--- src/pdp8_types_pkg.sv ---
package pdp8_types_pkg;

  typedef logic [11:0] word_t;
  typedef logic [11:0] addr_t;

  typedef enum logic [2:0] {AND, TAD, ISZ, DCA, JMS, JMP, IOT, OPR} opcode_e;

  typedef struct packed {
    opcode_e    opcode;
    logic       indirect;
    logic       page;      // 1 selects the current page
    logic [6:0] offset;
  } memref_t;

  typedef struct packed {
    opcode_e opcode;
    logic    group;        // 0 is group 1, 1 is group 2
    logic    cla;
    logic    cll;
    logic    cma;
    logic    cml;
    logic    rar;
    logic    ral;
    logic    rtw;
    logic    iac;
  } operate_t;

  typedef union packed {
    memref_t  mem;
    operate_t opr;
  } instr_u;

  typedef enum logic [1:0] {HALT, FETCH, DEFER, EXEC} major_e;
  typedef enum logic [1:0] {T0, T1, T2, T3} phase_e;

  typedef struct packed {
    major_e major;
    phase_e phase;
    logic   load_ir;
    logic   mem_read;
    logic   mem_write;     // Write slot, qualified by the address unit
    logic   alu_op_en;
  } cpu_ctl_t;

  localparam int    MEM_WORDS    = 4096;
  localparam addr_t AUTOINDEX_LO = 12'o0010;
  localparam addr_t AUTOINDEX_HI = 12'o0017;
  localparam word_t HLT_WORD     = 12'o7402;

endpackage

--- src/pdp8_bus_pkg.sv ---
package pdp8_bus_pkg;

  typedef struct packed {
    logic        psel;
    logic        penable;
    logic        pwrite;
    logic [4:0]  paddr;
    logic [31:0] pwdata;
  } apb_req_t;

  typedef struct packed {
    logic [31:0] prdata;
    logic        pready;
    logic        pslverr;
  } apb_rsp_t;

  typedef struct packed {
    logic                  valid;    // Memory deposit or examine
    logic                  write;
    logic                  load_pc;
    logic                  load_ac;
    logic                  link;     // Link value for load_ac
    pdp8_types_pkg::addr_t addr;
    pdp8_types_pkg::word_t data;
  } panel_req_t;

  localparam logic [4:0] REG_CTRL   = 5'h00;
  localparam logic [4:0] REG_STATUS = 5'h04;
  localparam logic [4:0] REG_PC     = 5'h08;
  localparam logic [4:0] REG_AC     = 5'h0C;
  localparam logic [4:0] REG_ADDR   = 5'h10;
  localparam logic [4:0] REG_DATA   = 5'h14;

endpackage

--- src/accumulator_unit.sv ---
module accumulator_unit (
  input  logic                     clk,
  input  logic                     reset,
  input  pdp8_types_pkg::cpu_ctl_t ctl,
  input  pdp8_types_pkg::instr_u   ir,
  input  pdp8_types_pkg::word_t    mdout,
  input  pdp8_bus_pkg::panel_req_t panel,
  output pdp8_types_pkg::word_t    ac,
  output logic                     link
);
  import pdp8_types_pkg::*;

  word_t       a1;
  logic        l1;
  logic [12:0] g1;
  logic [12:0] sum;

  assign sum = {1'b0, ac} + {1'b0, mdout};

  // Group 1 in the machine's order: clear, complement, increment, rotate
  always_comb begin
    a1 = ir.opr.cla ? '0 : ac;
    l1 = ir.opr.cll ? 1'b0 : link;
    if (ir.opr.cma) a1 = ~a1;
    if (ir.opr.cml) l1 = ~l1;
    g1 = {l1, a1} + {12'd0, ir.opr.iac};  // Carry out of AC lands in link
    if (ir.opr.rar) g1 = {g1[0], g1[12:1]};
    else if (ir.opr.ral) g1 = {g1[11:0], g1[12]};
  end

  always_ff @(posedge clk) begin
    if (reset) begin
      ac   <= '0;
      link <= 1'b0;
    end else if (ctl.major == HALT && panel.load_ac) begin
      ac   <= panel.data;
      link <= panel.link;
    end else if (ctl.alu_op_en) begin
      case (ir.mem.opcode)
        AND: ac <= ac & mdout;
        TAD: begin
          ac   <= sum[11:0];
          link <= link ^ sum[12];
        end
        DCA: ac <= '0;                    // Store already done this cycle
        OPR: if (!ir.opr.group) {link, ac} <= g1;
        default: ;
      endcase
    end
  end

endmodule

--- config.mk ---
export PLATFORM = sky130hd
export DESIGN_NAME = accumulator_unit
export DESIGN_NICKNAME = d
export VERILOG_FILES = /design/src/pdp8_types_pkg.sv /design/src/pdp8_bus_pkg.sv /design/src/accumulator_unit.sv
export SDC_FILE = /design/constraint.sdc
export NUM_CORES = 1
export LEC_CHECK = 0
export ABC_CLOCK_PERIOD_IN_PS = 3900
export BUFFER_PORTS_ARGS = -buffer_cell sky130_fd_sc_hd__buf_2
export CAP_MARGIN = 20
export CORE_UTILIZATION = 40
export CTS_BUF_LIST = sky130_fd_sc_hd__clkbuf_8
export CTS_CLUSTER_DIAMETER = 40
export DETAILED_ROUTE_END_ITERATION = 16
export PLACE_DENSITY = 0.65
export SKIP_CTS_REPAIR_TIMING = 1
export SLEW_MARGIN = 5
export SYNTH_ARGS = -nofsm -noshare
export SYNTH_HDL_FRONTEND = slang
export SYNTH_SLANG_ARGS = --single-unit
--- constraint.sdc ---
create_clock -name clk -period 3.9 [get_ports clk]
set_clock_uncertainty 0.2 [all_clocks]
set_input_delay 0.195 -clock clk [delete_from_list [all_inputs] [get_ports clk]]
set_output_delay 0.195 -clock clk [all_outputs]
set_load 0.01 [all_outputs]
==> reports/metrics.yaml <==
diodes: 0
fin_hold_ws_ns: -0.00915
seq_area_frac_synth_pct: 11.0
port_buffers: 54
synth_nets: 411
grt_max_degree: 33
worst_ep_required_time_ns: 3.83
setup-tns-final_ns: 0
final_common_cell: "buf_2"
seqPwrFrac_pct: 27.9
violations: "hold timing"
cp-start-kind: "register"
cellPowerDensity_nw_per_um2: 227
wl_per_cell_um: 16.3
synth-edff-count: 0
fin_crit_ns: 3.12
die-area_um2: 6210
io_pins: 76
cts.path.max_buffers: 2
maxSlewHeadroom_pct: 43.5
p_leak_nw: 1.12
synthArstFlopShare_pct: 0
h-tree-depth: 1
final_cells: 448
final_layout_size_suffix_gt1_share_pct: 19.7
cp-end-kind: "register"
rsz0062_at_grt: "false"
power_frac_clock_pct: 20.6
wl_um: 7320
max_freq_mhz: 320
combPwrFrac_pct: 51.5
syn_area_um2: 2360
path_max_fanout: 9
grtUsageTotal_pct: 23.7
die_h_um: 78.8
swShare_pct: 43.0
place_inst: 444
slew_violations: 0
clock_latency_ns: 0.25
worst_slew_pin_slew_ns: 0.842
final.period_utilization_pct: 80.1
chipWidth_um: 78.8
area_delta_synth_final_pct: 14.8
path_class: "reg2reg"
avgSynthCellArea_um2: 7.09
grt_pass1_wl_um: 11800
intPower_uw: 350
synthCells: 333
dr.pass1.iters: 5
numCtsBuffers: 3
min_path_type: "in2reg"
nNetsFinal: 455
clkTransAtPathRegs_ns: 0.06
total_power_uw: 614
gr-total-overflow: 0
ys.warnings.count: 0
antenna_found_initial: 0
drt_iter0_drc: 205
maxCapViolations: 0
ir_drop_uv: 116
crit_arrival_ns: 3.06
hpwl_um: 5600
synth-main-ff-cell: "dfxtp_1"
avgViaCountPerCell: 6.25
status: "finished, violations left"
core_area_um2: 5610
most-common-layout-cells: "buf_2, nand2_1, a21oi_1"
cts_tree: "built"
setup_viol: 0
grt_pass1_vias: 2467
ys_types: 59
hold_violations: 1
vias: 2802
initial_core_util_pct: 42.1
switching_power_uw: 264
ant_nets: 0
drc: 0
num_rows: 27
cts-root-buf: "clkbuf_8"
ys_seq_elements: 13
clock_sink_count: 13
gp_congestion: 0.851
layout make-up:
class / instances / area (µm²)
timing repair buffer: 57 / 293
tap: 72 / 90.1
inverter: 13 / 48.8
clock buffer: 3 / 41.3
multi-input combinational: 289 / 1970
sequential: 13 / 260
fill: 601 / 2900
clock inverter: 1 / 3.75
sequential cells by signal, indices dropped and copies added, names as in the netlist:
signal  count
ac         12
link        1
path summary, 6_finish.rpt:
check             startpoint  endpoint  slack, ns  cells past startpoint
hold / removal      panel[1]     ac[1]     -0.009                      3
setup reg to reg       ac[0]     ac[7]       0.78                     11
hold reg to reg         link      link       0.49                      4
setup / recovery       ac[0]     ac[7]       0.78                     11
cell families after synthesis:
logic type | count (synthesis) | synth area share (%)
xor+xnor | 20 | 7.74
flops | 13 | 11.0
fa+ha+maj | 15 | 8.27
simple gates | 121 | 27.1
mux | 2 | 0.848
buf+inv | 31 | 5.41
compound gates | 131 | 39.6
worst max-delay path, cell delays in order, from the launching register on:
cell	delay (ns)
dfxtp_1	0.37
nor2b_1	0.17
xnor2_1	0.13
ha_1	0.29
ha_1	0.40
nand2_1	0.09
nor4_1	0.29
a221oi_1	0.15
a311oi_1	0.53
a221oi_2	0.13
a21oi_1	0.20
nor4_2	0.05
power by group through the flow:
stage / Sequential, mW / Combinational, mW / Clock (mW)
6_report: 0.171 / 0.316 / 0.126
2_1_floorplan: 0.165 / 0.229 / 0
3_3_place_gp: 0.173 / 0.304 / 0
5_1_grt: 0.173 / 0.350 / 0.128
4_1_cts: 0.170 / 0.312 / 0.122
3_5_place_dp: 0.173 / 0.310 / 0
per-layer routing:
metal | global-route usage [%] | share of wire, % | vias up
li1 | - | - | 1374
met1 | 33.2 | 48 | 1314
met2 | 39.8 | 46 | 109
met3 | 1.15 | 5.1 | 5
met4 | 5.19 | 0.90 | 0
met5 | 0 | 0 | -
metrics by stage:
stage / area [µm²] / setup slack, ns / utilization (%)
finish: 2710 / 0.778 / 48.3
CTS: 2710 / 0.806 / 48.3
floorplan: 2360 / 0.874 / -
global route: 2710 / 0.527 / 48.3
detailed placement: 2660 / 0.706 / 47.5
global placement: 2660 / 0.787 / 47.5
cells in the mapped netlist, drive strengths merged (8+ instances only):
library cell | count | area [µm²]
nand2 | 30 | 115
o21ai | 29 | 145
a21oi | 26 | 141
nor2 | 22 | 82.6
xnor2 | 15 | 139
ha | 14 | 175
nor3 | 14 | 81.3
a211oi | 13 | 108
a221oi | 13 | 120
dfxtp | 13 | 260
inv | 13 | 48.8
clkbuf | 11 | 41.3
a21o | 8 | 60.1
nor2b | 8 | 50.1
(Power assumes the default switching activity.)
