[config.mk]
export PLATFORM = sky130hd
export DESIGN_NAME = major_state_fsm
export DESIGN_NICKNAME = d
export VERILOG_FILES = /design/src/pdp8_types_pkg.sv /design/src/major_state_fsm.sv
export SDC_FILE = /design/constraint.sdc
export NUM_CORES = 1
export LEC_CHECK = 0
export ABC_AREA = 1
export BUFFER_PORTS_ARGS = -buffer_cell sky130_fd_sc_hd__buf_4
export CAP_MARGIN = 20
export CORE_AREA = 2 2 39 41
export CTS_CLUSTER_DIAMETER = 80
export DETAILED_ROUTE_END_ITERATION = 10
export DIE_AREA = 0 0 41 43
export HOLD_SLACK_MARGIN = 0.1
export PLACE_DENSITY_LB_ADDON = 0.2
export SYNTH_ARGS = -nofsm -noshare
export SYNTH_HDL_FRONTEND = slang
export SYNTH_SLANG_ARGS = --single-unit
[constraint.sdc]
create_clock -name clk -period 3.3 [get_ports clk]
set_clock_uncertainty 0.1 [all_clocks]
set_input_delay 0 -clock clk [delete_from_list [all_inputs] [get_ports clk]]
set_output_delay 0 -clock clk [all_outputs]
set_load 0.05 [all_outputs]
[src/pdp8_types_pkg.sv]
package pdp8_types_pkg;

  typedef logic [11:0] word_t;
  typedef logic [11:0] addr_t;

  typedef enum logic [2:0] {AND, TAD, ISZ, DCA, JMS, JMP, IOT, OPR} opcode_e;

  typedef struct packed {
    opcode_e    opcode;
    logic       indirect;
    logic       page;      // 1 selects the current page
    logic [6:0] offset;
  } memref_t;

  typedef struct packed {
    opcode_e opcode;
    logic    group;        // 0 is group 1, 1 is group 2
    logic    cla;
    logic    cll;
    logic    cma;
    logic    cml;
    logic    rar;
    logic    ral;
    logic    rtw;
    logic    iac;
  } operate_t;

  typedef union packed {
    memref_t  mem;
    operate_t opr;
  } instr_u;

  typedef enum logic [1:0] {HALT, FETCH, DEFER, EXEC} major_e;
  typedef enum logic [1:0] {T0, T1, T2, T3} phase_e;

  typedef struct packed {
    major_e major;
    phase_e phase;
    logic   load_ir;
    logic   mem_read;
    logic   mem_write;     // Write slot, qualified by the address unit
    logic   alu_op_en;
  } cpu_ctl_t;

  localparam int    MEM_WORDS    = 4096;
  localparam addr_t AUTOINDEX_LO = 12'o0010;
  localparam addr_t AUTOINDEX_HI = 12'o0017;
  localparam word_t HLT_WORD     = 12'o7402;

endpackage

[src/major_state_fsm.sv]
module major_state_fsm (
  input  logic                     clk,
  input  logic                     reset,
  input  logic                     start,
  input  logic                     stop,
  input  logic                     cycle_end,
  input  pdp8_types_pkg::phase_e   phase,
  input  pdp8_types_pkg::instr_u   ir,
  output pdp8_types_pkg::cpu_ctl_t ctl,
  output logic                     running
);
  import pdp8_types_pkg::*;

  major_e  major;
  major_e  after;
  logic    stop_pend;
  opcode_e op;
  logic    mem_ref;

  assign op      = ir.mem.opcode;
  assign mem_ref = op <= JMP;
  assign running = major != HALT;

  always_comb begin
    case (major)
      FETCH: begin
        if (mem_ref && ir.mem.indirect) after = DEFER;
        else if (mem_ref && op != JMP) after = EXEC;
        else after = FETCH;
      end
      DEFER:   after = (op == JMP) ? FETCH : EXEC;
      default: after = FETCH;
    endcase
  end

  always_ff @(posedge clk) begin
    if (reset) begin
      major     <= HALT;
      stop_pend <= 1'b0;
    end else if (major == HALT) begin
      stop_pend <= 1'b0;
      if (start) major <= FETCH;
    end else begin
      if (stop) stop_pend <= 1'b1;
      if (cycle_end) begin
        // Halt only at an instruction boundary
        if (after == FETCH && (ir == HLT_WORD || stop_pend || stop)) major <= HALT;
        else major <= after;
      end
    end
  end

  always_comb begin
    ctl.major     = major;
    ctl.phase     = phase;
    ctl.load_ir   = major == FETCH && phase == T1;
    ctl.mem_read  = running && phase == T0;
    ctl.mem_write = phase == T2 &&
                    (major == DEFER || (major == EXEC && op inside {ISZ, DCA, JMS}));
    ctl.alu_op_en = phase == T2 &&
                    ((major == EXEC && op inside {AND, TAD, DCA}) ||
                     (major == FETCH && op == OPR));
  end

endmodule

==> insert_results.sql <==
INSERT INTO impl_metrics (metric_group, metric, value, unit) VALUES
('floorplan', 'fp-row-count', '14', ''),
('yosys', 'synthTopCellsByCount', 'nand2_1, inv_1, nor2_1', ''),
('placed_design', 'buffer_ports.inserted', '27', ''),
('setup_path', 'worst_path_dominant_cell_family', 'buffers and inverters', ''),
('floorplan', 'floorplan_die_height', '43', 'um'),
('setup_path', 'setup.worst_path.start_class', 'register', ''),
('timing', 'rsz0062_at_grt', 'false', ''),
('setup_path', 'class_of_the_most_critical_setup_path', 'reg2reg', ''),
('power', 'leakage', '0.352', 'nW'),
('flow_run', 'max-cap-violations', '0', ''),
('power', 'vdd.ir_drop.worst', '0.189', 'mV'),
('hold_path', 'hold_path_class', 'in2out', ''),
('route', 'post-route-drc-count', '0', ''),
('finish', 'final_cells', '113', ''),
('finish', 'post-route-cell-area', '654', 'um2'),
('route', 'wl_per_cell', '8.78', 'um'),
('placed_design', 'place_area', '578', 'um2'),
('yosys', 'synthTopCellsByArea', 'nand2_1, dfxtp_1, ha_1, inv_1, nor2_1', ''),
('timing', 'final-setup-viol-count', '0', ''),
('power', 'powerDensity', '295', 'mW/mm2'),
('status', 'run_status', 'completed', ''),
('finish', 'fraction_of_layout_instances_using_a_drive_strength_above_1', '37.1', '%'),
('yosys', 'count_of_flip_flops_with_a_built_in_enable_after_synthesis', '0', ''),
('timing', 'timing.max_slew.rel_slack', '88.6', '%'),
('setup_path', 'critPathCaptureType', 'register', ''),
('timing', 'fin_ws', '1.32', 'ns'),
('setup_path', 'cp_common_cell', 'inv_1', ''),
('global_route', 'grt_antenna_before_repair', '0', ''),
('yosys', 'sequential_cell_area_fraction_in_the_yosys_report', '16.2', '%'),
('route', 'routed-via-count', '492', ''),
('clock_network', 'htree_num_levels', '1', ''),
('setup_path', 'worstPathCellList', 'inv_1 > ha_1 > inv_1 > nand2_1 > inv_1 > nand3_1 > a21oi_1 > dlygate4sd3_1', ''),
('timing', 'worstMarginPinSlew', '0.171', 'ns'),
('route', 'vias_per_cell', '4.35', ''),
('floorplan', 'dieArea', '0.00176', 'mm2'),
('floorplan', 'fp.coreArea', '0.00138', 'mm2'),
('clock_network', 'tritoncts.num_buffers', '3', ''),
('yosys', 'post-synth-top-area-cell', 'nand2_1', ''),
('clock_network', 'ctsLongestPathBuffers', '2', ''),
('setup_path', 'worstPathRequired', '3.37', 'ns'),
('global_route', 'total_overflow_reported_by_the_global_router', '0', ''),
('route', 'drt-total-wl', '992', 'um'),
('placed_design', 'hpwlAfterDp', '800', 'um'),
('placed_design', 'dpl.cell_count', '104', ''),
('setup_path', 'number_of_buffer_and_inverter_stages_on_the_critical_path', '4', ''),
('global_route', 'grt_max_degree', '6', ''),
('timing', 'timing.fmax', '504', 'MHz'),
('clock_network', 'insertion_delay', '0.23', 'ns'),
('global_route', 'first_global_vias', '457', ''),
('setup_path', 'timing.critical_path.fanout_max', '4', ''),
('clock_network', 'cts-resized-gates', '0', ''),
('clock_network', 'tritoncts', 'built', ''),
('timing', 'hold-worst-slack', '0.186', 'ns'),
('power', 'power.total', '0.193', 'mW'),
('clock_network', 'clock-root-buffer', 'clkbuf_4', ''),
('route', 'antenna_left', '0', ''),
('route', 'detail_route.first_pass.iterations', '4', ''),
('yosys', 'postSynthRegisterBits', '3', ''),
('floorplan', 'num_ports', '28', ''),
('floorplan', 'chipWidth', '41', 'um'),
('yosys', 'post-synth-top-area-fraction', '18.2', '%'),
('timing', 'finalMaxSlewViolations', '0', ''),
('timing', 'final_hold_viol_count', '0', ''),
('setup_path', 'crit_path_top_delay_cell', 'dlygate4sd3_1', ''),
('yosys', 'ys_async_sr_fraction', '0', '%'),
('yosys', 'synth_fp_nets', '86', ''),
('yosys', 'synthesis.instances', '63', ''),
('clock_network', 'post-cts-setup-buffer-count', '0', ''),
('yosys', 'yosys.cell_count.top_type', 'nand2_1', ''),
('setup_path', 'timing.critical_path.slowest_cell_delay', '0.57', 'ns'),
('yosys', 'yosys_warnings', '0', '');
==> final cells by class <==
class | instances | area [um2]
clock buffers | 4 | 26.3
fillers | 155 | 729
inverters | 11 | 41.3
multi-input cells | 47 | 254
flip-flops and latches | 3 | 60.1
well taps | 16 | 20.0
repair buffers | 32 | 253
==> worst reg2reg max path: cells and delay by family, from the launching register on <==
family	cells	cell delay (ns)
flops	1	0.39
fa+ha+maj	1	0.27
simple gates	2	0.17
compound gates	1	0.14
buf+inv	4	0.86
==> cell usage in the layout (no fill, tap or decap) <==
cell type,instances
dlygate4sd3_1,5
nor3_1,2
nand3_2,1
o211ai_1,2
dfxtp_1,3
clkbuf_4,3
clkbuf_1,1
nor2_1,7
inv_1,10
inv_2,1
a21oi_1,4
ha_1,4
buf_4,27
a31o_2,1
nand3_1,5
nand2_1,18
nor2_2,2
a21oi_2,1
==> state kept, by name, summed over array words and instances (netlist names) <==
name,flops
major,2
stop_pend,1
==> repair_timing <==
action                     in CTS  in global routing
setup endpoints to repair       0                  0
hold buffers                    5                  0
hold endpoints to repair        3                  0
==> cells by family after synthesis <==
family | Yosys count | synth area share, %
AND/OR/NAND/NOR | 35 | 40.9
buffers and inverters | 13 | 15.2
AO/OA/AOI/OAI | 8 | 14.2
adder cells (fa/ha/maj) | 4 | 13.5
flip-flops | 3 | 16.2
==> layer usage <==
metal / wire length [um] / global-route usage [%] / vias to the layer above
li1: - / - / 268
met2: 541 / 24.7 / 11
met3: 46 / 1.57 / 0
met1: 404 / 14.1 / 213
met4: 0 / 6.00 / 0
met5: 0 / 0 / -
==> final timing paths <==
kind	from	end	slack (ns)	cells past startpoint
worst max-delay path	major[0]	major[1]	1.32	8
worst min-delay path	phase[1]	ctl[5]	0.19	2
worst max register to register	major[0]	major[1]	1.32	8
worst min register to register	stop_pend	stop_pend	0.42	2
==> where the power goes <==
part | internal [mW] | total, mW | switching (mW)
Clock | 0.0452 | 0.0630 | 0.0177
Sequential | 0.0389 | 0.0412 | 0.00229
Combinational | 0.0382 | 0.0887 | 0.0505
No activity file was read; power rests on OpenSTA's default activity.
