`config.mk`:
```
export PLATFORM = sky130hd
export DESIGN_NAME = mem_addr_unit
export DESIGN_NICKNAME = d
export VERILOG_FILES = /design/src/pdp8_types_pkg.sv /design/src/pdp8_bus_pkg.sv /design/src/mem_addr_unit.sv
export SDC_FILE = /design/constraint.sdc
export NUM_CORES = 1
export LEC_CHECK = 0
export BUFFER_PORTS_ARGS = -buffer_cell sky130_fd_sc_hd__buf_2
export CORE_ASPECT_RATIO = 0.7
export CORE_MARGIN = 10
export CORE_UTILIZATION = 50
export CTS_BUF_LIST = sky130_fd_sc_hd__clkbuf_8
export DETAILED_ROUTE_END_ITERATION = 6
export PLACE_DENSITY_LB_ADDON = 0.15
export SYNTH_ARGS = -nofsm -noshare
export SYNTH_HDL_FRONTEND = slang
export SYNTH_SLANG_ARGS = --single-unit
```
`constraint.sdc`:
```
create_clock -name clk -period 5.7 [get_ports clk]
set_input_delay 0.57 -clock clk [delete_from_list [all_inputs] [get_ports clk]]
set_output_delay 0.57 -clock clk [all_outputs]
set_load 0.005 [all_outputs]
```
`src/pdp8_types_pkg.sv`:
```
package pdp8_types_pkg;

  typedef logic [11:0] word_t;
  typedef logic [11:0] addr_t;

  typedef enum logic [2:0] {AND, TAD, ISZ, DCA, JMS, JMP, IOT, OPR} opcode_e;

  typedef struct packed {
    opcode_e    opcode;
    logic       indirect;
    logic       page;      // 1 selects the current page
    logic [6:0] offset;
  } memref_t;

  typedef struct packed {
    opcode_e opcode;
    logic    group;        // 0 is group 1, 1 is group 2
    logic    cla;
    logic    cll;
    logic    cma;
    logic    cml;
    logic    rar;
    logic    ral;
    logic    rtw;
    logic    iac;
  } operate_t;

  typedef union packed {
    memref_t  mem;
    operate_t opr;
  } instr_u;

  typedef enum logic [1:0] {HALT, FETCH, DEFER, EXEC} major_e;
  typedef enum logic [1:0] {T0, T1, T2, T3} phase_e;

  typedef struct packed {
    major_e major;
    phase_e phase;
    logic   load_ir;
    logic   mem_read;
    logic   mem_write;     // Write slot, qualified by the address unit
    logic   alu_op_en;
  } cpu_ctl_t;

  localparam int    MEM_WORDS    = 4096;
  localparam addr_t AUTOINDEX_LO = 12'o0010;
  localparam addr_t AUTOINDEX_HI = 12'o0017;
  localparam word_t HLT_WORD     = 12'o7402;

endpackage

```
`src/pdp8_bus_pkg.sv`:
```
package pdp8_bus_pkg;

  typedef struct packed {
    logic        psel;
    logic        penable;
    logic        pwrite;
    logic [4:0]  paddr;
    logic [31:0] pwdata;
  } apb_req_t;

  typedef struct packed {
    logic [31:0] prdata;
    logic        pready;
    logic        pslverr;
  } apb_rsp_t;

  typedef struct packed {
    logic                  valid;    // Memory deposit or examine
    logic                  write;
    logic                  load_pc;
    logic                  load_ac;
    logic                  link;     // Link value for load_ac
    pdp8_types_pkg::addr_t addr;
    pdp8_types_pkg::word_t data;
  } panel_req_t;

  localparam logic [4:0] REG_CTRL   = 5'h00;
  localparam logic [4:0] REG_STATUS = 5'h04;
  localparam logic [4:0] REG_PC     = 5'h08;
  localparam logic [4:0] REG_AC     = 5'h0C;
  localparam logic [4:0] REG_ADDR   = 5'h10;
  localparam logic [4:0] REG_DATA   = 5'h14;

endpackage

```
`src/mem_addr_unit.sv`:
```
module mem_addr_unit (
  input  logic                     clk,
  input  logic                     reset,
  input  pdp8_types_pkg::cpu_ctl_t ctl,
  input  pdp8_types_pkg::word_t    ac,
  input  pdp8_bus_pkg::panel_req_t panel,
  input  pdp8_types_pkg::word_t    mem_rdata,
  output pdp8_types_pkg::addr_t    mem_addr,
  output pdp8_types_pkg::word_t    mem_wdata,
  output logic                     mem_we,
  output pdp8_types_pkg::instr_u   ir,
  output pdp8_types_pkg::word_t    mdout,
  output pdp8_types_pkg::addr_t    pc,
  output pdp8_types_pkg::word_t    panel_rdata
);
  import pdp8_types_pkg::*;

  addr_t   ma;
  addr_t   ea;
  addr_t   ptr;
  word_t   incr;
  opcode_e op;
  logic    halted;
  logic    autoindex;
  logic    rd_q;

  assign halted    = ctl.major == HALT;
  assign op        = ir.mem.opcode;
  assign ea        = {ir.mem.page ? ma[11:7] : 5'b0, ir.mem.offset};  // ma still holds fetch addr
  assign autoindex = ma >= AUTOINDEX_LO && ma <= AUTOINDEX_HI;
  assign incr      = mdout + 12'd1;
  assign ptr       = autoindex ? incr : mdout;

  // Panel access borrows the memory port while halted
  assign mem_addr  = (halted && panel.valid) ? panel.addr : ma;
  assign mem_we    = (halted && panel.valid && panel.write) ||
                     (ctl.mem_write && (ctl.major == EXEC || autoindex));
  assign panel_rdata = mdout;

  always_comb begin
    if (halted) mem_wdata = panel.data;
    else if (ctl.major == EXEC && op == DCA) mem_wdata = ac;
    else if (ctl.major == EXEC && op == JMS) mem_wdata = pc;    // Return address
    else mem_wdata = incr;                                      // ISZ and autoindex
  end

  always_ff @(posedge clk) begin
    if (rd_q) mdout <= mem_rdata;
    if (ctl.load_ir) ir <= mem_rdata;
  end

  always_ff @(posedge clk) begin
    if (reset) begin
      pc   <= '0;
      ma   <= '0;
      rd_q <= 1'b0;
    end else begin
      rd_q <= ctl.mem_read || (halted && panel.valid && !panel.write);
      if (halted) begin
        if (panel.load_pc) begin
          pc <= panel.data;
          ma <= panel.data;
        end
      end else if (ctl.phase == T2) begin
        if (ctl.major == FETCH) pc <= pc + 12'd1;
        else if (ctl.major == EXEC && op == ISZ && mdout == 12'o7777) pc <= pc + 12'd1;
      end else if (ctl.phase == T3) begin
        case (ctl.major)
          FETCH: begin
            if (op <= JMP) begin
              ma <= ea;
              if (op == JMP && !ir.mem.indirect) pc <= ea;
            end else begin
              ma <= pc;
            end
          end
          DEFER: begin
            ma <= ptr;
            if (op == JMP) pc <= ptr;
          end
          default: begin
            if (op == JMS) begin
              pc <= ma + 12'd1;           // Body starts after the link word
              ma <= ma + 12'd1;
            end else begin
              ma <= pc;
            end
          end
        endcase
      end
    end
  end

endmodule

```
==> impl_metrics.yaml <==
global_routing:
  grt_use_total_pct: 26.3
  antenna_found_initial: 0
  grt_max_degree: 42
  grt_first_pass_wirelength_um: 25900
  grt_overflow: 0
  grt_pass1_vias: 4433
synth:
  synth_area_um2: 4240
  ys.flop_type: "dfxtp_1"
  synth_nets: 604
  synth_top_area_share_pct: 17.0
  yosysWarningCount: 0
  ys_types: 69
  yosysTopAreaCell: "edfxtp_1"
  synth_enable_flop_cells: 24
  syn_avg_cell_area_um2: 7.96
  async_flop_share_pct: 0
  synth_area_leaders: "edfxtp_1 (17%), dfxtp_1 (12%), nor2_1 (5.7%)"
  yosysSeqAreaShare_pct: 28.8
  syn_inst: 533
  ys_ff_latch: 49
setup_path:
  crit_chain: "nor3b_2, buf_4, nand2_1, a211oi_1, a21oi_1, a21oi_1, buf_2"
  path_delay_family: "simple AND/OR/NAND/NOR gates"
  cp-startpoint: "ir[9]$_DFFE_PP_"
  startpoint_type: "flip-flop"
  path_class: "flip-flop to output port"
  rrSetupSlack_ps: 2580
  rr_worst_depth: 6
  arrival_ps: 2740
  required_ps: 5130
  path_depth: 7
  critPathCapture: "mem_wdata[5]"
  reg2reg_to: "pc[10]$_SDFFE_PP0P_"
  cp_common_cell: "a21oi_1"
  cp_slowest_stage_delay_ps: 560
  cp_max_fo: 23
  critPathBufInv: 2
  end_kind: "output port"
  rr_startpoint: "mdout[0]$_DFFE_PP_"
  cp_slowest_cell: "edfxtp_1"
run:
  max-cap-violations: 0
floorplan:
  die_y_um: 97.1
  num_rows: 28
  die_width_um: 130
  core_um2: 8370
  io_pins: 136
  die-area_um2: 12600
  initial_core_util_pct: 50.7
clock_network:
  cts_root_buf: "clkbuf_8"
  hold_buffers: 0
  postCtsSetupBuffers: 0
  ctsResizeCount: 0
  path_clk_slew_ps: 100
  cts_max_path_buffers: 2
  cts_inserted_buffers: 5
  clock_latency_ps: 330
  cts_tree: "done"
  clkSinkCount: 49
  htreeDepth: 2
timing:
  finalClockSkew_ps: 12.3
  slew_headroom_pct: 28.0
  min_period_over_period_pct: 58.0
  tns_ps: 0
  setup_viol: 0
  rsz0062_at_grt: "false"
  fin_ws_ps: 2390
  hold_slack_ps: 425
  clock.fmax_mhz: 302
  slew_violations: 0
  layout_min_cycle_time_ps: 3310
  hold_viol: 0
  worst_pin_slew_ps: 1080
hold_path:
  min-delay-start: "mem_rdata[3]"
  hp-class: "primary input to flip-flop"
  worstHoldPathCells: 1
outcome:
  status: "finished clean"
power:
  p_per_area_nw_per_um2: 219
  power.leakage_nw: 1.94
  fin_total_pwr_w: 0.00107
  ir_drop_mv: 0.133
placed_design:
  dp.final_hpwl_um: 12800
  portBuffers: 132
  placed_cell_area_um2: 4720
  gp_congestion: 0.948
  pre_cts_slack_ps: 2530
detailed_routing:
  routedWlPerCell_um: 23.3
  ant_nets: 0
  drt_iter0_markers: 628
  routed_wl_um: 16900
  viasPerCell: 6.38
  firstDrtPassIters: 5
  post-route-drc-count: 0
  via_count: 4647
final_layout:
  diodes: 0
  layout-drive-gt1-share_pct: 27.1
  syn_to_final_growth_pct: 14.5
  fin_area_um2: 4860
  fin_nets: 693
-- placed cells by master (no fill, tap or decap), types with 3 or more instances in the layout --
cell type | Yosys | routed
nor3_1 | 7 | 7
a31oi_1 | 10 | 10
a311oi_1 | 8 | 8
and4_1 | 3 | 3
inv_1 | 15 | 15
o31ai_1 | 4 | 4
or4_1 | 4 | 4
o21ai_1 | 7 | 7
and2_1 | 3 | 3
nor4_1 | 3 | 3
nand3_1 | 20 | 20
ha_1 | 8 | 8
or3_1 | 8 | 8
xor2_1 | 10 | 10
edfxtp_1 | 24 | 24
o32ai_1 | 6 | 6
o21ai_0 | 16 | 16
a211o_1 | 8 | 8
mux2_2 | 12 | 12
and3_1 | 7 | 7
xnor2_1 | 18 | 18
a21oi_1 | 44 | 44
a211oi_1 | 23 | 23
buf_2 | 4 | 132
nand4_1 | 9 | 9
buf_4 | 14 | 4
nor2_1 | 64 | 64
dfxtp_1 | 25 | 25
nand3b_1 | 3 | 3
a2111oi_0 | 3 | 3
nand2_1 | 59 | 59
clkbuf_8 | 2 | 5
nor2b_1 | 4 | 4
-- Yosys cell counts (3+ instances only) --
| cell type | instances |
|---|---|
| nor2_1 | 64 |
| nand2_1 | 59 |
| a21oi_1 | 44 |
| dfxtp_1 | 25 |
| clkbuf_1 | 24 |
| edfxtp_1 | 24 |
| a211oi_1 | 23 |
| nand3_1 | 20 |
| xnor2_1 | 18 |
| o21ai_0 | 16 |
| inv_1 | 15 |
| buf_4 | 14 |
| mux2_2 | 12 |
| a31oi_1 | 10 |
| xor2_1 | 10 |
| nand4_1 | 9 |
| a211o_1 | 8 |
| a311oi_1 | 8 |
| buf_6 | 8 |
| ha_1 | 8 |
| or3_1 | 8 |
| and3_1 | 7 |
| nor3_1 | 7 |
| o21ai_1 | 7 |
| o32ai_1 | 6 |
| buf_2 | 4 |
| nor2b_1 | 4 |
| o31ai_1 | 4 |
| or4_1 | 4 |
| a2111oi_0 | 3 |
| and2_1 | 3 |
| and4_1 | 3 |
| nand3b_1 | 3 |
| nor4_1 | 3 |
-- cell type report --
class	instances	area, µm²
well taps	105	131
fillers	824	3510
multi-input cells	415	2630
clock inverters	3	65.1
repair buffers	136	691
inverters	15	56.3
clock buffers	5	68.8
flip-flops and latches	49	1220
-- metal layers --
layer | share of wire (%) | track usage [%] | vias up
li1 | - | - | 2143
met1 | 43 | 37.1 | 2177
met2 | 43 | 38.1 | 289
met3 | 11 | 5.94 | 38
met4 | 2.8 | 8.97 | 0
met5 | 0 | 0 | -
-- worst min path at each step --
stage | to | slack (ps)
CTS | ir[5]$_DFFE_PP_ | 420
finish | mdout[3]$_DFFE_PP_ | 430
global placement | ma[1]$_SDFFE_PP0P_ | 570
detailed placement | ma[5]$_SDFFE_PP0P_ | 580
floorplan | ma[5]$_SDFFE_PP0P_ | 500
global route | ir[0]$_DFFE_PP_ | 420
-- flip-flops by register name, indices dropped and copies added, names as in the netlist --
name,cells
rd_q,1
pc,12
ma,12
mdout,12
ir,12
-- through the flow --
step,utilization (%),std cells
3_3_place_gp,56.4,720
2_1_floorplan,-,533
5_1_grt,58.0,728
6_report,58.0,728
4_1_cts,58.0,728
3_5_place_dp,56.4,720
-- cell families after synthesis --
group / Yosys count / share of synthesized area [%]
multiplexers: 14 / 3.66
adder cells (fa/ha/maj): 8 / 2.36
AND/OR/NAND/NOR: 209 / 24.6
flip-flops: 49 / 28.8
AO/OA/AOI/OAI: 156 / 25.5
buffers and inverters: 69 / 9.37
XOR/XNOR: 28 / 5.78
-- report_power, final --
group / leakage [nW] / switching (W) / internal (W)
combinational: 1.44 / 0.000162 / 0.000124
clock: 0.0643 / 0.000139 / 0.000174
sequential: 0.436 / 0.0000689 / 0.000398
Note: power is estimated with default switching activity, not from simulation.
