--- config.mk ---
export PLATFORM = sky130hd
export DESIGN_NAME = panel_apb
export DESIGN_NICKNAME = d
export VERILOG_FILES = /design/src/pdp8_types_pkg.sv /design/src/pdp8_bus_pkg.sv /design/src/panel_apb.sv
export SDC_FILE = /design/constraint.sdc
export NUM_CORES = 1
export LEC_CHECK = 0
export BUFFER_PORTS_ARGS = -buffer_cell sky130_fd_sc_hd__buf_4
export CAP_MARGIN = 20
export CORE_MARGIN = 2
export CORE_UTILIZATION = 38
export CTS_CLUSTER_DIAMETER = 80
export DETAILED_ROUTE_END_ITERATION = 8
export PLACE_DENSITY = 0.82
export SLEW_MARGIN = 0
export SYNTH_ARGS = -nofsm -noshare
export SYNTH_HDL_FRONTEND = slang
export SYNTH_SLANG_ARGS = --single-unit
export TNS_END_PERCENT = 30
--- constraint.sdc ---
create_clock -name clk -period 2.2 [get_ports clk]
set_input_delay 0.11 -clock clk [delete_from_list [all_inputs] [get_ports clk]]
set_output_delay 0.11 -clock clk [all_outputs]
set_load 0.05 [all_outputs]
--- src/pdp8_types_pkg.sv ---
package pdp8_types_pkg;

  typedef logic [11:0] word_t;
  typedef logic [11:0] addr_t;

  typedef enum logic [2:0] {AND, TAD, ISZ, DCA, JMS, JMP, IOT, OPR} opcode_e;

  typedef struct packed {
    opcode_e    opcode;
    logic       indirect;
    logic       page;      // 1 selects the current page
    logic [6:0] offset;
  } memref_t;

  typedef struct packed {
    opcode_e opcode;
    logic    group;        // 0 is group 1, 1 is group 2
    logic    cla;
    logic    cll;
    logic    cma;
    logic    cml;
    logic    rar;
    logic    ral;
    logic    rtw;
    logic    iac;
  } operate_t;

  typedef union packed {
    memref_t  mem;
    operate_t opr;
  } instr_u;

  typedef enum logic [1:0] {HALT, FETCH, DEFER, EXEC} major_e;
  typedef enum logic [1:0] {T0, T1, T2, T3} phase_e;

  typedef struct packed {
    major_e major;
    phase_e phase;
    logic   load_ir;
    logic   mem_read;
    logic   mem_write;     // Write slot, qualified by the address unit
    logic   alu_op_en;
  } cpu_ctl_t;

  localparam int    MEM_WORDS    = 4096;
  localparam addr_t AUTOINDEX_LO = 12'o0010;
  localparam addr_t AUTOINDEX_HI = 12'o0017;
  localparam word_t HLT_WORD     = 12'o7402;

endpackage

--- src/pdp8_bus_pkg.sv ---
package pdp8_bus_pkg;

  typedef struct packed {
    logic        psel;
    logic        penable;
    logic        pwrite;
    logic [4:0]  paddr;
    logic [31:0] pwdata;
  } apb_req_t;

  typedef struct packed {
    logic [31:0] prdata;
    logic        pready;
    logic        pslverr;
  } apb_rsp_t;

  typedef struct packed {
    logic                  valid;    // Memory deposit or examine
    logic                  write;
    logic                  load_pc;
    logic                  load_ac;
    logic                  link;     // Link value for load_ac
    pdp8_types_pkg::addr_t addr;
    pdp8_types_pkg::word_t data;
  } panel_req_t;

  localparam logic [4:0] REG_CTRL   = 5'h00;
  localparam logic [4:0] REG_STATUS = 5'h04;
  localparam logic [4:0] REG_PC     = 5'h08;
  localparam logic [4:0] REG_AC     = 5'h0C;
  localparam logic [4:0] REG_ADDR   = 5'h10;
  localparam logic [4:0] REG_DATA   = 5'h14;

endpackage

--- src/panel_apb.sv ---
module panel_apb (
  input  logic                     clk,
  input  logic                     reset,
  input  pdp8_bus_pkg::apb_req_t   apb,
  input  logic                     running,
  input  pdp8_types_pkg::addr_t    pc,
  input  pdp8_types_pkg::word_t    ac,
  input  logic                     link,
  input  pdp8_types_pkg::word_t    panel_rdata,
  output pdp8_bus_pkg::apb_rsp_t   rsp,
  output logic                     start,
  output logic                     stop,
  output pdp8_bus_pkg::panel_req_t panel
);
  import pdp8_types_pkg::*;
  import pdp8_bus_pkg::*;

  addr_t      addr_reg;
  logic [1:0] wait_cnt;
  logic       access;
  logic       is_ctrl, is_status, is_pc, is_ac, is_addr, is_data;
  logic       err, mem_acc, done, reg_wr;

  assign access    = apb.psel && apb.penable;
  assign is_ctrl   = apb.paddr == REG_CTRL;
  assign is_status = apb.paddr == REG_STATUS;
  assign is_pc     = apb.paddr == REG_PC;
  assign is_ac     = apb.paddr == REG_AC;
  assign is_addr   = apb.paddr == REG_ADDR;
  assign is_data   = apb.paddr == REG_DATA;

  assign err = !(is_ctrl || is_status || is_pc || is_ac || is_addr || is_data) ||
               (running && (is_data || (apb.pwrite && (is_pc || is_ac || is_addr))));
  assign mem_acc = access && is_data && !err;
  assign done    = wait_cnt == (apb.pwrite ? 2'd1 : 2'd2);  // Examine needs the read turnaround
  assign reg_wr  = access && apb.pwrite && !err;

  always_ff @(posedge clk) begin
    if (reset) begin
      wait_cnt <= '0;
      addr_reg <= '0;
    end else begin
      wait_cnt <= (mem_acc && !done) ? wait_cnt + 2'd1 : 2'd0;
      if (reg_wr && is_addr) addr_reg <= apb.pwdata[11:0];
      else if (mem_acc && done) addr_reg <= addr_reg + 12'd1;
    end
  end

  assign start = reg_wr && is_ctrl && apb.pwdata[0];
  assign stop  = reg_wr && is_ctrl && apb.pwdata[1];

  always_comb begin
    panel.valid   = mem_acc && wait_cnt == 2'd0;  // One request per access
    panel.write   = apb.pwrite;
    panel.load_pc = reg_wr && is_pc;
    panel.load_ac = reg_wr && is_ac;
    panel.link    = apb.pwdata[12];
    panel.addr    = addr_reg;
    panel.data    = apb.pwdata[11:0];
  end

  always_comb begin
    rsp.pready  = access && (!mem_acc || done);
    rsp.pslverr = access && err;
    case (apb.paddr)
      REG_STATUS: rsp.prdata = {31'd0, running};
      REG_PC:     rsp.prdata = {20'd0, pc};
      REG_AC:     rsp.prdata = {19'd0, link, ac};
      REG_ADDR:   rsp.prdata = {20'd0, addr_reg};
      REG_DATA:   rsp.prdata = {20'd0, panel_rdata};
      default:    rsp.prdata = '0;
    endcase
  end

endmodule

==> results.yml, run 1 <==
yosys:
  synthFlopType: "dfxtp_1"
  synth.avg_cell_area_sq_um: 7.866
  synth_edf_count: 0
  ys_top_cells_by_count: "33 x buf_4, 27 x nand2_1, 19 x nor2_1, 14 x dfxtp_1"
  ys_ff_latch: 14
  synthSimpleGateAreaFrac_pct: 27.18
  yosysSeqAreaShare_pct: 17.91
  synth_top_family_by_area: "simple AND/OR/NAND/NOR gates"
  synth_compound_area_share_pct: 23.18
  yosysMostFrequentCell: "buf_4"
  synthAdderAreaFrac_pct: 1.599
  syn_area_sq_um: 1565
  synth_top_cell_by_area: "dfxtp_1"
  ys_top_cells_by_area: "dfxtp_1 18%, buf_4 16%, a211oi_2 8.8%"
  netlist_instances: 199
  synthMuxAreaShare_pct: 1.279
  synth_cell_types: 48
  yosys_warnings: 0
  synth_xor_area_share_pct: 5.596
  async_reset_ff_share_pct: 0
  yosysTopAreaCellShare_pct: 17.91
place:
  gp_congestion: 0.7883
  hpwl_microns: 3648
  port_buffers: 104
min_path:
  hp-class: "in -> reg"
floorplanning:
  die_width_microns: 68.18
  num_rows: 23
  core_sq_um: 3971
  die_y_microns: 68.18
  ios: 145
  die_area_sq_um: 4649
  initial_core_util_pct: 39.41
routing:
  routed_wl_microns: 4666
  drt_iter0_markers: 125
  vias_per_cell: 5.107
  dr_total_vias: 1716
  drt_first_pass_iters: 5
  post-route-drc-count: 0
  wire_per_inst_microns: 13.89
  ant_nets: 0
clock_network:
  cts_setup_buffers: 0
  clk_latency_ns: 0.24
  cts_buffer_depth: 2
  numCtsBuffers: 3
  clockRootBuffer: "clkbuf_8"
  cts_tree: "yes"
  clock_sinks: 14
  htreeDepth: 1
  cts_resized: 0
  hold_buffers: 0
  clk_pin_slew_ns: 0.06
timing:
  tns_ns: 0
  rsz0062_at_grt: "false"
  period_needed_ns: 1.876
  setup_viol: 0
  clock.fmax_mhz: 533.1
  finalCritPeriodShare_pct: 85.27
  hold_violations: 0
  whs_ns: 0.1705
  finalMaxSlewViolations: 0
  fin_skew_ns: 0.002228
power:
  vdd_drop_max_v: 0.0002115
  power_density_nw_per_um2: 367.8
  p_leak_nw: 1.089
worst_setup_path:
  worstSetupEndpointType: "primary output"
  critPathKind: "in -> out"
  worstPathArrival_ns: 1.77
  cp.required_ns: 2.09
  path_max_fanout: 5
  worstSetupStartpointType: "input port"
global_routing:
  grt_pass1_wl_microns: 6458
  grt_max_degree: 24
  grt_pass1_vias: 1426
  grt.total_usage_pct: 18.31
  antenna_found_initial: 0
  grt.overflow.total: 0
finish:
  largest_reg_flops: 12
  fin_nets: 369
  fillCellCount: 384
  area_growth_syn_to_layout_pct: 42.77
  num_antenna_cells: 0
  drive_gt1_share_pct: 46.50
job:
  drv_cap: 0
outcome:
  outcome: "complete, no violations"
==> routing by layer <==
layer,share of wire [%],global-route usage [%],vias up
li1,-,-,834
met1,40,22.19,786
met2,49,32.40,92
met3,9.2,2.138,4
met4,0.99,7.750,0
met5,0,0,-
==> cell families after synthesis <==
logic type,Yosys count
AO/OA/AOI/OAI,36
XOR/XNOR,10
adder cells (fa/ha/maj),2
buffers and inverters,52
flip-flops,14
multiplexers,2
other,1
AND/OR/NAND/NOR,82
==> final timing paths <==
check,slack [ns],cells past startpoint,start,end
worst max-delay path,0.32,6,running,start
worst min-delay path,0.17,3,apb[37],wait_cnt[0]
worst max register to register,0.43,5,wait_cnt[1],addr_reg[1]
worst min register to register,0.50,1,wait_cnt[1],wait_cnt[0]
==> report_power, final <==
group | leakage, nW | internal [mW] | switching [mW] | total (mW)
sequential | 0.113 | 0.254 | 0.000308 | 0.254
clock | 0.0288 | 0.158 | 0.0923 | 0.251
combinational | 0.948 | 0.110 | 0.207 | 0.317
==> cell type report <==
type	instances	area [sq um]	share of cell area, %
Clock buffer	4	55.05	2.464
Sequential cell	14	280.3	12.54
Tap cell	50	62.56	2.800
Timing Repair Buffer	108	810.8	36.28
Inverter	9	33.78	1.512
Multi-Input combinational cell	151	992.2	44.40
==> critical path, cell delays in order <==
cell and delay (ns):
buf_4 0.13, a21o_1 0.18, a2111o_1 0.49, or3b_2 0.54
nor2_1 0.11, buf_4 0.20
==> per-stage QoR <==
stage | util [%] | instance area, sq um | worst slack (ns) | power (mW) | instances
global route | 56.27 | 2235 | 0.2385 | 0.8595 | 336
global placement | 54.88 | 2180 | 0.3542 | 0.5737 | 332
CTS | 56.27 | 2235 | 0.3274 | 0.8304 | 336
detailed placement | 54.88 | 2180 | 0.3300 | 0.5761 | 332
floorplan | - | 1633 | 0.1222 | 0.4967 | 217
finish | 56.27 | 2235 | 0.3241 | 0.8220 | 336
==> cells in the final DEF, fill, tap and decap left out, types with 2 or more instances in the layout <==
master / n
ha_1: 2
dfxtp_1: 14
nand4_1: 4
xor2_1: 8
nand2_1: 27
and3_1: 2
inv_1: 9
conb_1: 19
buf_4: 108
a211oi_2: 11
clkbuf_8: 4
mux2i_1: 2
xnor2_1: 2
a222oi_1: 11
and4_1: 2
nor2_1: 19
nor3b_1: 3
nand3_1: 5
a21oi_1: 2
and2_1: 5
nor3_1: 3
No activity file was read; power rests on OpenSTA's default activity.
==> run 2, diff against run 1 <==
--- a/config.mk
+++ b/config.mk
@@ -11,7 +11,7 @@
 export CORE_UTILIZATION = 38
 export CTS_CLUSTER_DIAMETER = 80
 export DETAILED_ROUTE_END_ITERATION = 8
-export PLACE_DENSITY = 0.82
+export PLACE_DENSITY_LB_ADDON = 0.3
 export SLEW_MARGIN = 0
 export SYNTH_ARGS = -nofsm -noshare
 export SYNTH_HDL_FRONTEND = slang
==> results.yml, run 2 (synthesized netlist as in run 1, its figures left out) <==
floorplanning:
  ios: 145
  die_area_sq_um: 4649
  die_width_microns: 68.18
  die_y_microns: 68.18
  initial_core_util_pct: 39.41
  core_sq_um: 3971
  num_rows: 23
routing:
  wire_per_inst_microns: 13.59
  post-route-drc-count: 0
  routed_wl_microns: 4551
  ant_nets: 0
  vias_per_cell: 5.006
  drt_iter0_markers: 114
  drt_first_pass_iters: 4
  dr_total_vias: 1677
timing:
  whs_ns: 0.1645
  fin_skew_ns: 0.001650
  tns_ns: 0
  clock.fmax_mhz: 548.2
  rsz0062_at_grt: "false"
  finalMaxSlewViolations: 0
  hold_violations: 0
  period_needed_ns: 1.824
  finalCritPeriodShare_pct: 82.91
  setup_viol: 0
power:
  p_leak_nw: 1.083
  power_mw: 0.7822
  power_density_nw_per_um2: 351.4
  vdd_drop_max_v: 0.0002905
clock_network:
  clk_latency_ns: 0.25
  htreeDepth: 1
  cts_resized: 0
  hold_buffers: 0
  clock_sinks: 14
  clockRootBuffer: "clkbuf_8"
  numCtsBuffers: 3
  cts_buffer_depth: 2
  cts_setup_buffers: 0
  clk_pin_slew_ns: 0.06
  cts_tree: "yes"
place:
  hpwl_microns: 3555
  gp_congestion: 0.7611
  port_buffers: 104
worst_setup_path:
  r2r-end: "addr_reg[10]"
  critPathKind: "in -> out"
  worstSetupStartpointType: "input port"
  path_max_fanout: 5
  worstSetupEndpointType: "primary output"
  cp.required_ns: 2.09
  r2r_slack_ns: 0.43
  crit_start: "running"
  worstPathArrival_ns: 1.71
  r2r_cells: 5
  crit_end: "start"
  r2r_start: "wait_cnt[1]"
finish:
  fin_nets: 369
  layout_commonest_cell: "buf_4"
  num_antenna_cells: 0
  drive_gt1_share_pct: 46.67
  layout.cells.most_common_list: "108 x buf_4, 27 x nand2_1, 19 x nor2_1, 19 x conb_1, 14 x dfxtp_1"
  fin_util_pct: 56.05
  area_growth_syn_to_layout_pct: 42.21
  largest_reg_flops: 12
global_routing:
  grt_max_degree: 24
  antenna_found_initial: 0
  grt.overflow.total: 0
  grt_pass1_vias: 1505
  grt.total_usage_pct: 19.79
  grt_pass1_wl_microns: 6886
min_path:
  hp-class: "in -> reg"
job:
  drv_cap: 0
outcome:
  outcome: "complete, no violations"
## run 2: cell types whose count changed in the layout (fill, tap and decap cells not counted)
| cell | change |
|---|---|
| nor3b_1 | -1 |
| nor3b_2 | +1 |
| clkbuf_8 | -1 |
## run 2: layout make-up
cell class                 count  area [sq um]
multi-input combinational    151         997.2
timing repair buffer         108         810.8
sequential                    14         280.3
inverter                       9         33.78
clock buffer                   3         41.29
fill                         405          1745
tap                           50         62.56
## run 2: worst min-delay path by stage
stage | startpoint | endpoint | cells past startpoint | slack (ns)
2_1_floorplan | reset | addr_reg[0] | 1 | 0.17
3_3_place_gp | apb[12] | panel[24] | 0 | 0.22
3_5_place_dp | apb[12] | panel[24] | 0 | 0.22
4_1_cts | apb[37] | wait_cnt[0] | 3 | 0.16
5_1_grt | apb[37] | wait_cnt[0] | 3 | 0.17
6_report | apb[37] | wait_cnt[0] | 3 | 0.16
## run 2: power by group
| part | total (mW) | switching (mW) | internal [mW] |
|---|---|---|---|
| sequential | 0.254 | 0.000284 | 0.254 |
| combinational | 0.317 | 0.207 | 0.110 |
| clock | 0.211 | 0.0895 | 0.121 |
| total | 0.782 | 0.297 | 0.485 |
## run 2: stage by stage
stage,setup WS (ns),instance area [sq um],cells
2_1_floorplan,0.1222,1633,217
3_3_place_gp,0.3790,2185,332
3_5_place_dp,0.3693,2185,332
4_1_cts,0.3695,2226,335
5_1_grt,0.3142,2226,335
6_report,0.3760,2226,335
## run 2: critical path, stage by stage
cell and delay, ns:
buf_4 0.13, a21o_1 0.18, a2111o_1 0.47, or3b_2 0.52, nor2_1 0.11, buf_4 0.20
## run 2: metal layers
layer | share of wire, % | GRT usage (%) | wire length, microns
met1 | 41 | 23.81 | 1864
met2 | 50 | 35.56 | 2274
met3 | 8.2 | 4.441 | 372
met4 | 0.88 | 4.500 | 40
met5 | 0 | 0 | 0
